File: src/design/cpu_pkg.sv
// ----------------------------------------------------------
// shared opcodes, bus codes and microword layout for the cpu
// import into any block that decodes or builds microwords
// ----------------------------------------------------------
package cpu_pkg;

    localparam int word_w = 16;                 // data word width

    // instruction opcodes, high byte of the instruction word
    typedef enum logic [7:0] {
        op_halt    = 8'h00,
        op_ldx_imm = 8'h01,
        op_ldy_imm = 8'h02,
        op_add     = 8'h03,
        op_sub     = 8'h04,
        op_and     = 8'h05,
        op_ldx_mem = 8'h06,
        op_stx_mem = 8'h07,
        op_out     = 8'h08,
        op_in      = 8'h09,
        op_jz      = 8'h0a,
        op_jc      = 8'h0b,
        op_jmp     = 8'h0c
    } opcode_e;                                 // anything else runs as halt

    // bus sources, only when the alu is off the bus
    typedef enum logic [2:0] {
        src_pc      = 3'd0,
        src_ir_high = 3'd1,                     // reserved, no microcode
        src_ir_low  = 3'd2,
        src_ram     = 3'd3,
        src_dev     = 3'd6
    } bus_src_e;

    typedef enum logic [2:0] {
        dst_none = 3'd0,
        dst_mar  = 3'd1,
        dst_ir   = 3'd2,
        dst_ram  = 3'd3,
        dst_x    = 3'd4,
        dst_y    = 3'd5,
        dst_dev  = 3'd6
    } bus_dst_e;

    // microword bit positions
    localparam int u_alu_out = 15;
    localparam int u_ex      = 14;              // alu controls, bits 14..9
    localparam int u_nx      = 13;
    localparam int u_ey      = 12;
    localparam int u_ny      = 11;
    localparam int u_f       = 10;
    localparam int u_no      = 9;
    localparam int u_src_hi  = 14;              // overlaps ex..ey when alu_out clear
    localparam int u_src_lo  = 12;
    localparam int u_rt      = 11;              // reset_step, non-alu words only
    localparam int u_pc_inc  = 10;
    localparam int u_dst_hi  = 8;
    localparam int u_dst_lo  = 6;
    localparam int u_jc      = 5;               // jump mask, bits 5..2
    localparam int u_jlt     = 2;

    // flags word
    localparam int flag_c = 2;
    localparam int flag_z = 1;
    localparam int flag_n = 0;

endpackage

File: src/design/alu.sv
// ----------------------------------------------------------
// zero/negate alu with add or and, flags latched on bus drive
// ----------------------------------------------------------
`timescale 1ns/1ns

module alu (
    input  logic                       clk,
    input  logic                       rst_n,
    input  logic                       alu_en,
    input  logic [5:0]                 alu_ctrl,
    input  logic [cpu_pkg::word_w-1:0] x,
    input  logic [cpu_pkg::word_w-1:0] y,
    output logic [cpu_pkg::word_w-1:0] result,
    output logic [2:0]                 flags
);
    import cpu_pkg::*;

    logic [word_w-1:0] xa, ya, fo;
    logic              carry;

    always_comb begin
        xa = alu_ctrl[u_ex - u_no] ? x : '0;    // ex gates x
        if (alu_ctrl[u_nx - u_no])
            xa = ~xa;
        ya = alu_ctrl[u_ey - u_no] ? y : '0;
        if (alu_ctrl[u_ny - u_no])
            ya = ~ya;
        if (alu_ctrl[u_f - u_no]) begin
            {carry, fo} = {1'b0, xa} + {1'b0, ya};
        end else begin
            carry = 1'b0;                       // no carry out of and
            fo    = xa & ya;
        end
        result = alu_ctrl[u_no - u_no] ? ~fo : fo;
    end

    always_ff @(posedge clk) begin
        if (!rst_n) begin
            flags <= '0;
        end else if (alu_en) begin
            flags[flag_c] <= carry;
            flags[flag_z] <= (result == '0);
            flags[flag_n] <= result[word_w-1];
        end
    end

endmodule

File: src/design/control_decode.sv
// ----------------------------------------------------------
// splits a microword into bus enables, load strobes and alu bits
// purely combinational, sits between sequencer and datapath
// ----------------------------------------------------------
`timescale 1ns/1ns

module control_decode (
    input  logic [15:0] uinstr,
    output logic        alu_en,
    output logic [5:0]  alu_ctrl,
    output logic        pc_out,
    output logic        iol_out,
    output logic        ram_out,
    output logic        dev_out,
    output logic        mar_in,
    output logic        ir_in,
    output logic        ram_in,
    output logic        x_in,
    output logic        y_in,
    output logic        dev_in,
    output logic        pc_inc,
    output logic        reset_step,
    output logic [3:0]  jump_mask
);
    import cpu_pkg::*;

    bus_src_e src;
    bus_dst_e dst;

    assign alu_en   = uinstr[u_alu_out];
    assign alu_ctrl = uinstr[u_ex:u_no];        // harmless when alu is off the bus
    assign src      = bus_src_e'(uinstr[u_src_hi:u_src_lo]);
    assign dst      = bus_dst_e'(uinstr[u_dst_hi:u_dst_lo]);

    // source enables, only without the alu
    assign pc_out  = !alu_en && (src == src_pc);
    assign iol_out = !alu_en && (src == src_ir_low);
    assign ram_out = !alu_en && (src == src_ram);
    assign dev_out = !alu_en && (src == src_dev);

    // destination strobes, dst_none loads nothing
    assign mar_in = (dst == dst_mar);
    assign ir_in  = (dst == dst_ir);
    assign ram_in = (dst == dst_ram);
    assign x_in   = (dst == dst_x);
    assign y_in   = (dst == dst_y);
    assign dev_in = (dst == dst_dev);

    // these bits mean ny / f on alu words
    assign reset_step = !alu_en && uinstr[u_rt];
    assign pc_inc     = !alu_en && uinstr[u_pc_inc];

    assign jump_mask = uinstr[u_jc:u_jlt];      // jc jz jgt jlt

    // a non-alu word must name a real bus source
    always_comb begin
        if (!uinstr[u_alu_out])
            assert (uinstr[u_src_hi:u_src_lo] inside {src_pc, src_ir_low, src_ram, src_dev})
                else $error("no bus source for uinstr %h", uinstr);
    end

endmodule

File: src/design/cpu.sv
// ----------------------------------------------------------
// cpu top, wires the decoder, sequencer, alu, datapath and ram
// ----------------------------------------------------------
`timescale 1ns/1ns

module cpu #(
    parameter int ram_words = 256
) (
    input  logic                       clk,
    input  logic                       rst_n,
    input  logic                       prog_we,
    input  logic [7:0]                 prog_addr,
    input  logic [cpu_pkg::word_w-1:0] prog_data,
    input  logic [cpu_pkg::word_w-1:0] dev_rdata,
    output logic [cpu_pkg::word_w-1:0] out_data,
    output logic                       out_valid,
    output logic                       halted
);
    import cpu_pkg::*;

    logic [15:0]                  uinstr;
    logic                         alu_en;
    logic [5:0]                   alu_ctrl;
    logic                         pc_out, iol_out, ram_out, dev_out;
    logic                         mar_in, ir_in, ram_in, x_in, y_in, dev_in;
    logic                         pc_inc, reset_step;
    logic [3:0]                   jump_mask;
    logic [word_w-1:0]            bus, x, y, alu_result, ram_rdata;
    logic [2:0]                   flags;
    logic [$clog2(ram_words)-1:0] mar;
    opcode_e                      opcode;

    control_decode u_decode (
        .uinstr(uinstr), .alu_en(alu_en), .alu_ctrl(alu_ctrl),
        .pc_out(pc_out), .iol_out(iol_out), .ram_out(ram_out), .dev_out(dev_out),
        .mar_in(mar_in), .ir_in(ir_in), .ram_in(ram_in), .x_in(x_in), .y_in(y_in),
        .dev_in(dev_in), .pc_inc(pc_inc), .reset_step(reset_step),
        .jump_mask(jump_mask)
    );

    microsequencer u_seq (
        .clk(clk), .rst_n(rst_n), .opcode(opcode), .reset_step(reset_step),
        .uinstr(uinstr), .halted(halted)
    );

    alu u_alu (
        .clk(clk), .rst_n(rst_n), .alu_en(alu_en), .alu_ctrl(alu_ctrl),
        .x(x), .y(y), .result(alu_result), .flags(flags)
    );

    datapath #(.ram_words(ram_words)) u_dp (
        .clk(clk), .rst_n(rst_n),
        .pc_out(pc_out), .iol_out(iol_out), .ram_out(ram_out), .dev_out(dev_out),
        .mar_in(mar_in), .ir_in(ir_in), .x_in(x_in), .y_in(y_in), .dev_in(dev_in),
        .pc_inc(pc_inc), .jump_mask(jump_mask), .alu_en(alu_en),
        .alu_result(alu_result), .flags(flags), .ram_rdata(ram_rdata),
        .dev_rdata(dev_rdata), .bus(bus), .mar(mar), .x(x), .y(y),
        .opcode(opcode), .out_data(out_data), .out_valid(out_valid)
    );

    // ram writes come straight off the bus
    ram #(.ram_words(ram_words)) u_ram (
        .clk(clk), .addr(mar), .wdata(bus), .we(ram_in), .rdata(ram_rdata),
        .prog_we(prog_we), .prog_addr(prog_addr), .prog_data(prog_data)
    );

endmodule

File: src/design/datapath.sv
// ----------------------------------------------------------
// pc, ir, mar, x, y and the bus mux, plus jumps and the out port
// ----------------------------------------------------------
`timescale 1ns/1ns

module datapath #(
    parameter int ram_words = 256
) (
    input  logic                         clk,
    input  logic                         rst_n,
    input  logic                         pc_out,
    input  logic                         iol_out,
    input  logic                         ram_out,
    input  logic                         dev_out,
    input  logic                         mar_in,
    input  logic                         ir_in,
    input  logic                         x_in,
    input  logic                         y_in,
    input  logic                         dev_in,
    input  logic                         pc_inc,
    input  logic [3:0]                   jump_mask,
    input  logic                         alu_en,
    input  logic [cpu_pkg::word_w-1:0]   alu_result,
    input  logic [2:0]                   flags,
    input  logic [cpu_pkg::word_w-1:0]   ram_rdata,
    input  logic [cpu_pkg::word_w-1:0]   dev_rdata,
    output logic [cpu_pkg::word_w-1:0]   bus,
    output logic [$clog2(ram_words)-1:0] mar,
    output logic [cpu_pkg::word_w-1:0]   x,
    output logic [cpu_pkg::word_w-1:0]   y,
    output cpu_pkg::opcode_e             opcode,
    output logic [cpu_pkg::word_w-1:0]   out_data,
    output logic                         out_valid
);
    import cpu_pkg::*;

    localparam int aw = $clog2(ram_words);

    logic [aw-1:0]     pc;
    logic [word_w-1:0] ir;
    logic [3:0]        cond;                    // c z gt lt, mask order
    logic              pc_jump;

    assign opcode = opcode_e'(ir[15:8]);        // unknown codes pass through

    // bus mux, zero when idle
    always_comb begin
        if (alu_en)
            bus = alu_result;
        else if (pc_out)
            bus = word_w'(pc);
        else if (iol_out)
            bus = {8'h00, ir[7:0]};             // operand byte
        else if (ram_out)
            bus = ram_rdata;
        else if (dev_out)
            bus = dev_rdata;
        else
            bus = '0;
    end

    // conditions from the latched flags
    assign cond[3] = flags[flag_c];
    assign cond[2] = flags[flag_z];
    assign cond[1] = !flags[flag_z] && !flags[flag_n];  // gt
    assign cond[0] = flags[flag_n];                     // lt
    assign pc_jump = |(jump_mask & cond);

    always_ff @(posedge clk) begin
        if (!rst_n) begin
            pc <= '0;
            ir <= '0;                           // opcode feeds the sequencer
        end else begin
            if (pc_inc)
                pc <= pc + 1'b1;
            else if (pc_jump)
                pc <= bus[aw-1:0];
            if (ir_in)
                ir <= bus;
        end
    end

    // payload registers
    always_ff @(posedge clk) begin
        if (mar_in)
            mar <= bus[aw-1:0];
        if (x_in)
            x <= bus;
        if (y_in)
            y <= bus;
        if (dev_in)
            out_data <= bus;
    end

    always_ff @(posedge clk) begin
        if (!rst_n)
            out_valid <= 1'b0;
        else
            out_valid <= dev_in;                // one cycle per out
    end

    // microcode never jumps during fetch
    assert property (@(posedge clk) disable iff (!rst_n) !(pc_inc && pc_jump))
        else $error("pc_inc and jump in the same cycle");

endmodule

File: src/design/microsequencer.sv
// ----------------------------------------------------------
// step counter plus microcode rom, fetch then execute per opcode
// latches halt on op_halt or an unknown opcode
// ----------------------------------------------------------
`timescale 1ns/1ns

module microsequencer (
    input  logic             clk,
    input  logic             rst_n,
    input  cpu_pkg::opcode_e opcode,
    input  logic             reset_step,
    output logic [15:0]      uinstr,
    output logic             halted
);
    import cpu_pkg::*;

    // alu controls ex nx ey ny f no
    localparam logic [5:0] alu_add = 6'b101010;  // x + y
    localparam logic [5:0] alu_sub = 6'b111011;  // ~(~x + y) = x - y
    localparam logic [5:0] alu_and = 6'b101000;
    localparam logic [5:0] alu_px  = 6'b100010;  // x + 0

    logic [2:0] step;
    logic       seq_end;                        // last step of an alu word
    logic       halt_hit;

    // plain bus move
    function automatic logic [15:0] mv(bus_src_e src, bus_dst_e dst, logic rt,
                                       logic pinc, logic [3:0] jm);
        logic [15:0] w;
        w = '0;
        w[u_src_hi:u_src_lo] = src;
        w[u_rt]              = rt;
        w[u_pc_inc]          = pinc;
        w[u_dst_hi:u_dst_lo] = dst;
        w[u_jc:u_jlt]        = jm;
        return w;
    endfunction

    // alu drives the bus
    function automatic logic [15:0] alu_w(logic [5:0] ctrl, bus_dst_e dst);
        logic [15:0] w;
        w = '0;
        w[u_alu_out]         = 1'b1;
        w[u_ex:u_no]         = ctrl;
        w[u_dst_hi:u_dst_lo] = dst;
        return w;
    endfunction

    always_comb begin
        uinstr   = '0;
        seq_end  = 1'b0;
        halt_hit = 1'b0;
        if (!halted) begin
            case (step)
                3'd0: uinstr = mv(src_pc, dst_mar, 1'b0, 1'b0, 4'b0000);
                3'd1: uinstr = mv(src_ram, dst_ir, 1'b0, 1'b1, 4'b0000);
                3'd2: begin
                    case (opcode)
                        op_ldx_imm: uinstr = mv(src_ir_low, dst_x, 1'b1, 1'b0, 4'b0000);
                        op_ldy_imm: uinstr = mv(src_ir_low, dst_y, 1'b1, 1'b0, 4'b0000);
                        op_add: begin
                            uinstr  = alu_w(alu_add, dst_x);
                            seq_end = 1'b1;
                        end
                        op_sub: begin
                            uinstr  = alu_w(alu_sub, dst_x);
                            seq_end = 1'b1;
                        end
                        op_and: begin
                            uinstr  = alu_w(alu_and, dst_x);
                            seq_end = 1'b1;
                        end
                        op_ldx_mem,
                        op_stx_mem: uinstr = mv(src_ir_low, dst_mar, 1'b0, 1'b0, 4'b0000);
                        op_out: begin
                            uinstr  = alu_w(alu_px, dst_dev);
                            seq_end = 1'b1;
                        end
                        op_in:  uinstr = mv(src_dev, dst_x, 1'b1, 1'b0, 4'b0000);
                        op_jz:  uinstr = mv(src_ir_low, dst_none, 1'b1, 1'b0, 4'b0100);
                        op_jc:  uinstr = mv(src_ir_low, dst_none, 1'b1, 1'b0, 4'b1000);
                        op_jmp: uinstr = mv(src_ir_low, dst_none, 1'b1, 1'b0, 4'b0111);
                        default: halt_hit = 1'b1;   // halt or unknown, zero word
                    endcase
                end
                3'd3: begin
                    if (opcode == op_ldx_mem) begin
                        uinstr = mv(src_ram, dst_x, 1'b1, 1'b0, 4'b0000);
                    end else if (opcode == op_stx_mem) begin
                        uinstr  = alu_w(alu_px, dst_ram);
                        seq_end = 1'b1;
                    end
                end
                default: uinstr = '0;
            endcase
        end
    end

    always_ff @(posedge clk) begin
        if (!rst_n) begin
            step   <= '0;
            halted <= 1'b0;
        end else begin
            if (halt_hit)
                halted <= 1'b1;
            if (halted || halt_hit)
                step <= step;                   // frozen
            else if (reset_step || seq_end)
                step <= '0;
            else
                step <= step + 3'd1;
        end
    end

    // ldx_mem / stx_mem are the longest, 4 steps
    assert property (@(posedge clk) disable iff (!rst_n) step <= 3'd3)
        else $error("step counter ran past 3");

endmodule

File: src/design/ram.sv
// ----------------------------------------------------------
// main memory, async read, clocked write, program load port
// ----------------------------------------------------------
`timescale 1ns/1ns

module ram #(
    parameter int ram_words = 256
) (
    input  logic                         clk,
    input  logic [$clog2(ram_words)-1:0] addr,
    input  logic [cpu_pkg::word_w-1:0]   wdata,
    input  logic                         we,
    output logic [cpu_pkg::word_w-1:0]   rdata,
    input  logic                         prog_we,
    input  logic [7:0]                   prog_addr,
    input  logic [cpu_pkg::word_w-1:0]   prog_data
);
    import cpu_pkg::*;

    localparam int aw = $clog2(ram_words);

    logic [word_w-1:0] mem [ram_words];

    assign rdata = mem[addr];                   // read follows mar

    always_ff @(posedge clk) begin
        if (prog_we)
            mem[prog_addr[aw-1:0]] <= prog_data;   // loader wins
        else if (we)
            mem[addr] <= wdata;
    end

endmodule

File: config.mk
export PLATFORM = sky130hd
export DESIGN_NAME = cpu
export DESIGN_NICKNAME = d
export VERILOG_FILES = /design/src/design/cpu_pkg.sv /design/src/design/alu.sv /design/src/design/control_decode.sv /design/src/design/cpu.sv /design/src/design/datapath.sv /design/src/design/microsequencer.sv /design/src/design/ram.sv
export SDC_FILE = /design/constraint.sdc
export NUM_CORES = 2
export LEC_CHECK = 0
export ABC_CLOCK_PERIOD_IN_PS = 14600
export BUFFER_PORTS_ARGS = -buffer_cell sky130_fd_sc_hd__buf_2
export CORE_MARGIN = 2
export CORE_UTILIZATION = 63
export CTS_CLUSTER_SIZE = 28
export DETAILED_ROUTE_END_ITERATION = 6
export PLACE_DENSITY = 0.75
export SLEW_MARGIN = 20
export SYNTH_ARGS = -nofsm -noshare
export SYNTH_HDL_FRONTEND = slang
export SYNTH_SLANG_ARGS = --single-unit
File: constraint.sdc
create_clock -name clk -period 14.6 [get_ports clk]
set_input_delay 0.73 -clock clk [delete_from_list [all_inputs] [get_ports clk]]
set_output_delay 0.73 -clock clk [all_outputs]
set_load 0.05 [all_outputs]
==> flow_metrics.env <==
export IMPL_run_status="complete, but fails checks"
export IMPL_violations="DRC"
export IMPL_grt_pass1_wl_microns=652000
export IMPL_synthCells=7478
export IMPL_vias_per_cell=7.46
export IMPL_core_area_sq_um=259000
export IMPL_wl_per_cell_microns=40.2
export IMPL_fin_nets=7966
export IMPL_grt_setup_unrepaired="no"
export IMPL_yosys_area_share_adder=0.00181
export IMPL_grt_pass1_vias=84700
export IMPL_timing_hold_ws_ns=0.248
export IMPL_async_flop_share=0
export IMPL_fmax_ghz=0.125
export IMPL_die_x_microns=513
export IMPL_grt_max_degree=170
export IMPL_htreeDepth=5
export IMPL_ys_flop_type="edfxtp_1"
export IMPL_drt_iter0_markers=15500
export IMPL_finalCriticalPeriod_ns=7.98
export IMPL_synthSimpleGateAreaFrac=0.0227
export IMPL_ant_nets=0
export IMPL_max_cap_violations=0
export IMPL_io_pins=61
export IMPL_power_mw=35.4
export IMPL_portBuffers=60
export IMPL_grt_remaining_overflow=0
export IMPL_setup_worst_path_end_class="flop"
export IMPL_layout_drive_gt1_share=0.303
export IMPL_fillers=14500
export IMPL_syn_area_per_cell_sq_um=21.9
export IMPL_syn_area_sq_um=164000
export IMPL_slew_headroom=0.130
export IMPL_hpwl_microns=265000
export IMPL_numCtsBuffers=406
export IMPL_vias=86700
export IMPL_synth_top_family_by_area="multiplexers"
export IMPL_die_area_sq_um=264000
export IMPL_synth_area_leaders="edfxtp_1, mux4_2, nor3_1, a22oi_1, buf_2"
export IMPL_grt_util_all_layers=0.356
export IMPL_route_detailed_drc=1
export IMPL_p_per_area_nw_per_um2=192
export IMPL_setup_viol=0
export IMPL_cp_max_fo=113
export IMPL_critPathLaunchType="flop"
export IMPL_cts_tree="built"
export IMPL_irDropWorstVdd_mv=0.208
export IMPL_fin_crit_sh=0.547
export IMPL_ys_warnings_count=0
export IMPL_clock_root_buffer="clkbuf_16"
export IMPL_routed_top_layer="met5"
export IMPL_skew_ns=0.0623
export IMPL_synthTopCellsByCount="edfxtp_1, mux4_2, nor3_1, a22oi_1, buf_2"
export IMPL_cts_sinks=4191
export IMPL_clockBufferDepth=4
export IMPL_syn_to_final_growth_pct=12.4
export IMPL_hold_path_class="input port to flop"
export IMPL_synth_largest_area_cell="edfxtp_1"
export IMPL_placed_cell_area_sq_um=171000
export IMPL_cp_required_ns=15.07
export IMPL_synthXorXnorAreaFrac=0.00284
export IMPL_final_area_sq_um=184000
export IMPL_finalHoldViolCount=0
export IMPL_synth_most_common_cell="edfxtp_1"
export IMPL_cts_resized=0
export IMPL_ys_ff_latch=4191
export IMPL_cts_setup_buffers=0
export IMPL_gp_congestion=0.916
export IMPL_synth_edff_count=4152
export IMPL_synthMuxAreaShare=0.154
export IMPL_worstMarginPinSlew_ns=1.30
export IMPL_core_rowCount=187
export IMPL_ctsHoldBuffers=0
export IMPL_synth_cell_types=91
export IMPL_setup_tns_ns=0
export IMPL_ys_seq_area_frac=0.767
export IMPL_met2WireLength_microns=215000
export IMPL_rrSetupSlack_ns=6.62
export IMPL_utilization=0.710
export IMPL_path_clk_slew_ns=0.06
export IMPL_wl_met3_microns=68300
export IMPL_drt_total_wl_microns=468000
export IMPL_yosys_area_top_type_share=0.763
export IMPL_path_class="flop to flop"
export IMPL_slew_violations=0
export IMPL_syn_nets=7544
export IMPL_initial_core_util=0.632
export IMPL_drt_pass1_iterations=7
export IMPL_worst_endpoint_arrival_ns=8.45
export IMPL_power_leakage_nw=56.7
export IMPL_die_h_microns=513
export IMPL_worstSkewPairLatency_ns=0.94
export IMPL_antenna_found_initial=20
export IMPL_wl_met1_microns=156000
export IMPL_synth_compound_area_frac=0.0350
-- stage by stage --
step,setup slack [ns],instances
after floorplan,1.93,7478
after global placement,7.01,10900
after detailed placement,6.90,10900
after CTS,6.82,11600
after global routing,6.36,11600
final,6.62,11600
-- registers in the layout (all words and copies together), names as in the netlist, named ones only --
| signal | flops |
|---|---|
| u_ram.mem | 4096 |
| u_dp.ir | 16 |
| u_dp.out_data | 16 |
| u_dp.x | 16 |
| u_dp.y | 16 |
| u_dp.mar | 8 |
| u_dp.pc | 8 |
| u_seq.step | 3 |
| u_alu.flags | 2 |
| u_dp.out_valid | 1 |
| u_seq.halted | 1 |
-- path summary, 6_finish.rpt --
check / end / depth (start not counted) / from
max: u_ram.mem[3][14] / 13 / flop
min: u_dp.pc[2] / 2 / rst_n
max reg2reg: u_ram.mem[3][14] / 13 / flop
min reg2reg: u_alu.flags[1] / 2 / u_alu.flags[1]
-- critical path, cell delays in order, from the launching register on --
cell and delay [ns]:
dfxtp_4 0.73, buf_4 0.77, buf_12 0.62, mux4_2 0.59
a22o_1 0.23, a221oi_1 0.45, o22ai_1 0.33, nor3_1 0.69
o22ai_1 0.22, o21ai_1 0.74, o211ai_1 0.35, mux2_8 0.58
buf_4 0.37, buf_4 0.44
-- power breakdown --
| part | internal [mW] | leakage (nW) | switching [mW] |
|---|---|---|---|
| Clock | 5.87 | 6.32 | 4.50 |
| Sequential | 14.1 | 37.7 | 0.186 |
| Combinational | 3.73 | 12.6 | 7.00 |
-- logic make-up (layout without fill, tap and decap cells) --
| logic type | Yosys count | count (layout) |
|---|---|---|
| AO/OA/AOI/OAI | 785 | 785 |
| XOR/XNOR | 53 | 53 |
| adder cells (fa/ha/maj) | 23 | 23 |
| buffers and inverters | 497 | 1236 |
| flip-flops | 4191 | 4191 |
| multiplexers | 1178 | 1178 |
| other | 0 | 8 |
| AND/OR/NAND/NOR | 751 | 751 |
-- cells in the final DEF, fill, tap and decap left out, drive strengths merged, types with 19 or more instances in the layout --
| cell type | instances |
|---|---|
| nand3 | 27 |
| nand2 | 147 |
| nor2 | 120 |
| buf | 491 |
| a22o | 79 |
| mux2 | 30 |
| clkbuf | 494 |
| nor3 | 306 |
| nor4 | 19 |
| nand2b | 24 |
| clkinv | 169 |
| ha | 22 |
| o21ai | 67 |
| a22oi | 190 |
| dfxtp | 39 |
| edfxtp | 4152 |
| mux4 | 1065 |
| mux2i | 83 |
| inv | 33 |
| nor2b | 26 |
| bufinv | 39 |
| o22ai | 55 |
| xnor2 | 47 |
| a31oi | 19 |
| a21oi | 144 |
| a221oi | 79 |
| a211oi | 21 |
-- per-layer routing --
| layer | track usage | up-vias |
|---|---|---|
| met1 | 0.480 | 45200 |
| met5 | 0 | - |
| li1 | - | 32800 |
| met4 | 0.175 | 22 |
| met2 | 0.533 | 7496 |
| met3 | 0.114 | 1234 |
-- layout make-up --
cell class / count / area (sq um) / area share
Sequential cell: 4191 / 125000 / 0.683
Multi-Input combinational cell: 2790 / 37200 / 0.202
Clock buffer: 494 / 10600 / 0.0578
Tap cell: 3402 / 4260 / 0.0232
Timing Repair Buffer: 491 / 3860 / 0.0210
Clock inverter: 231 / 2330 / 0.0127
Inverter: 20 / 75.1 / 0.000408
Antenna cell: 8 / 20.0 / 0.000109
Note: power is estimated with default switching activity, not from simulation.
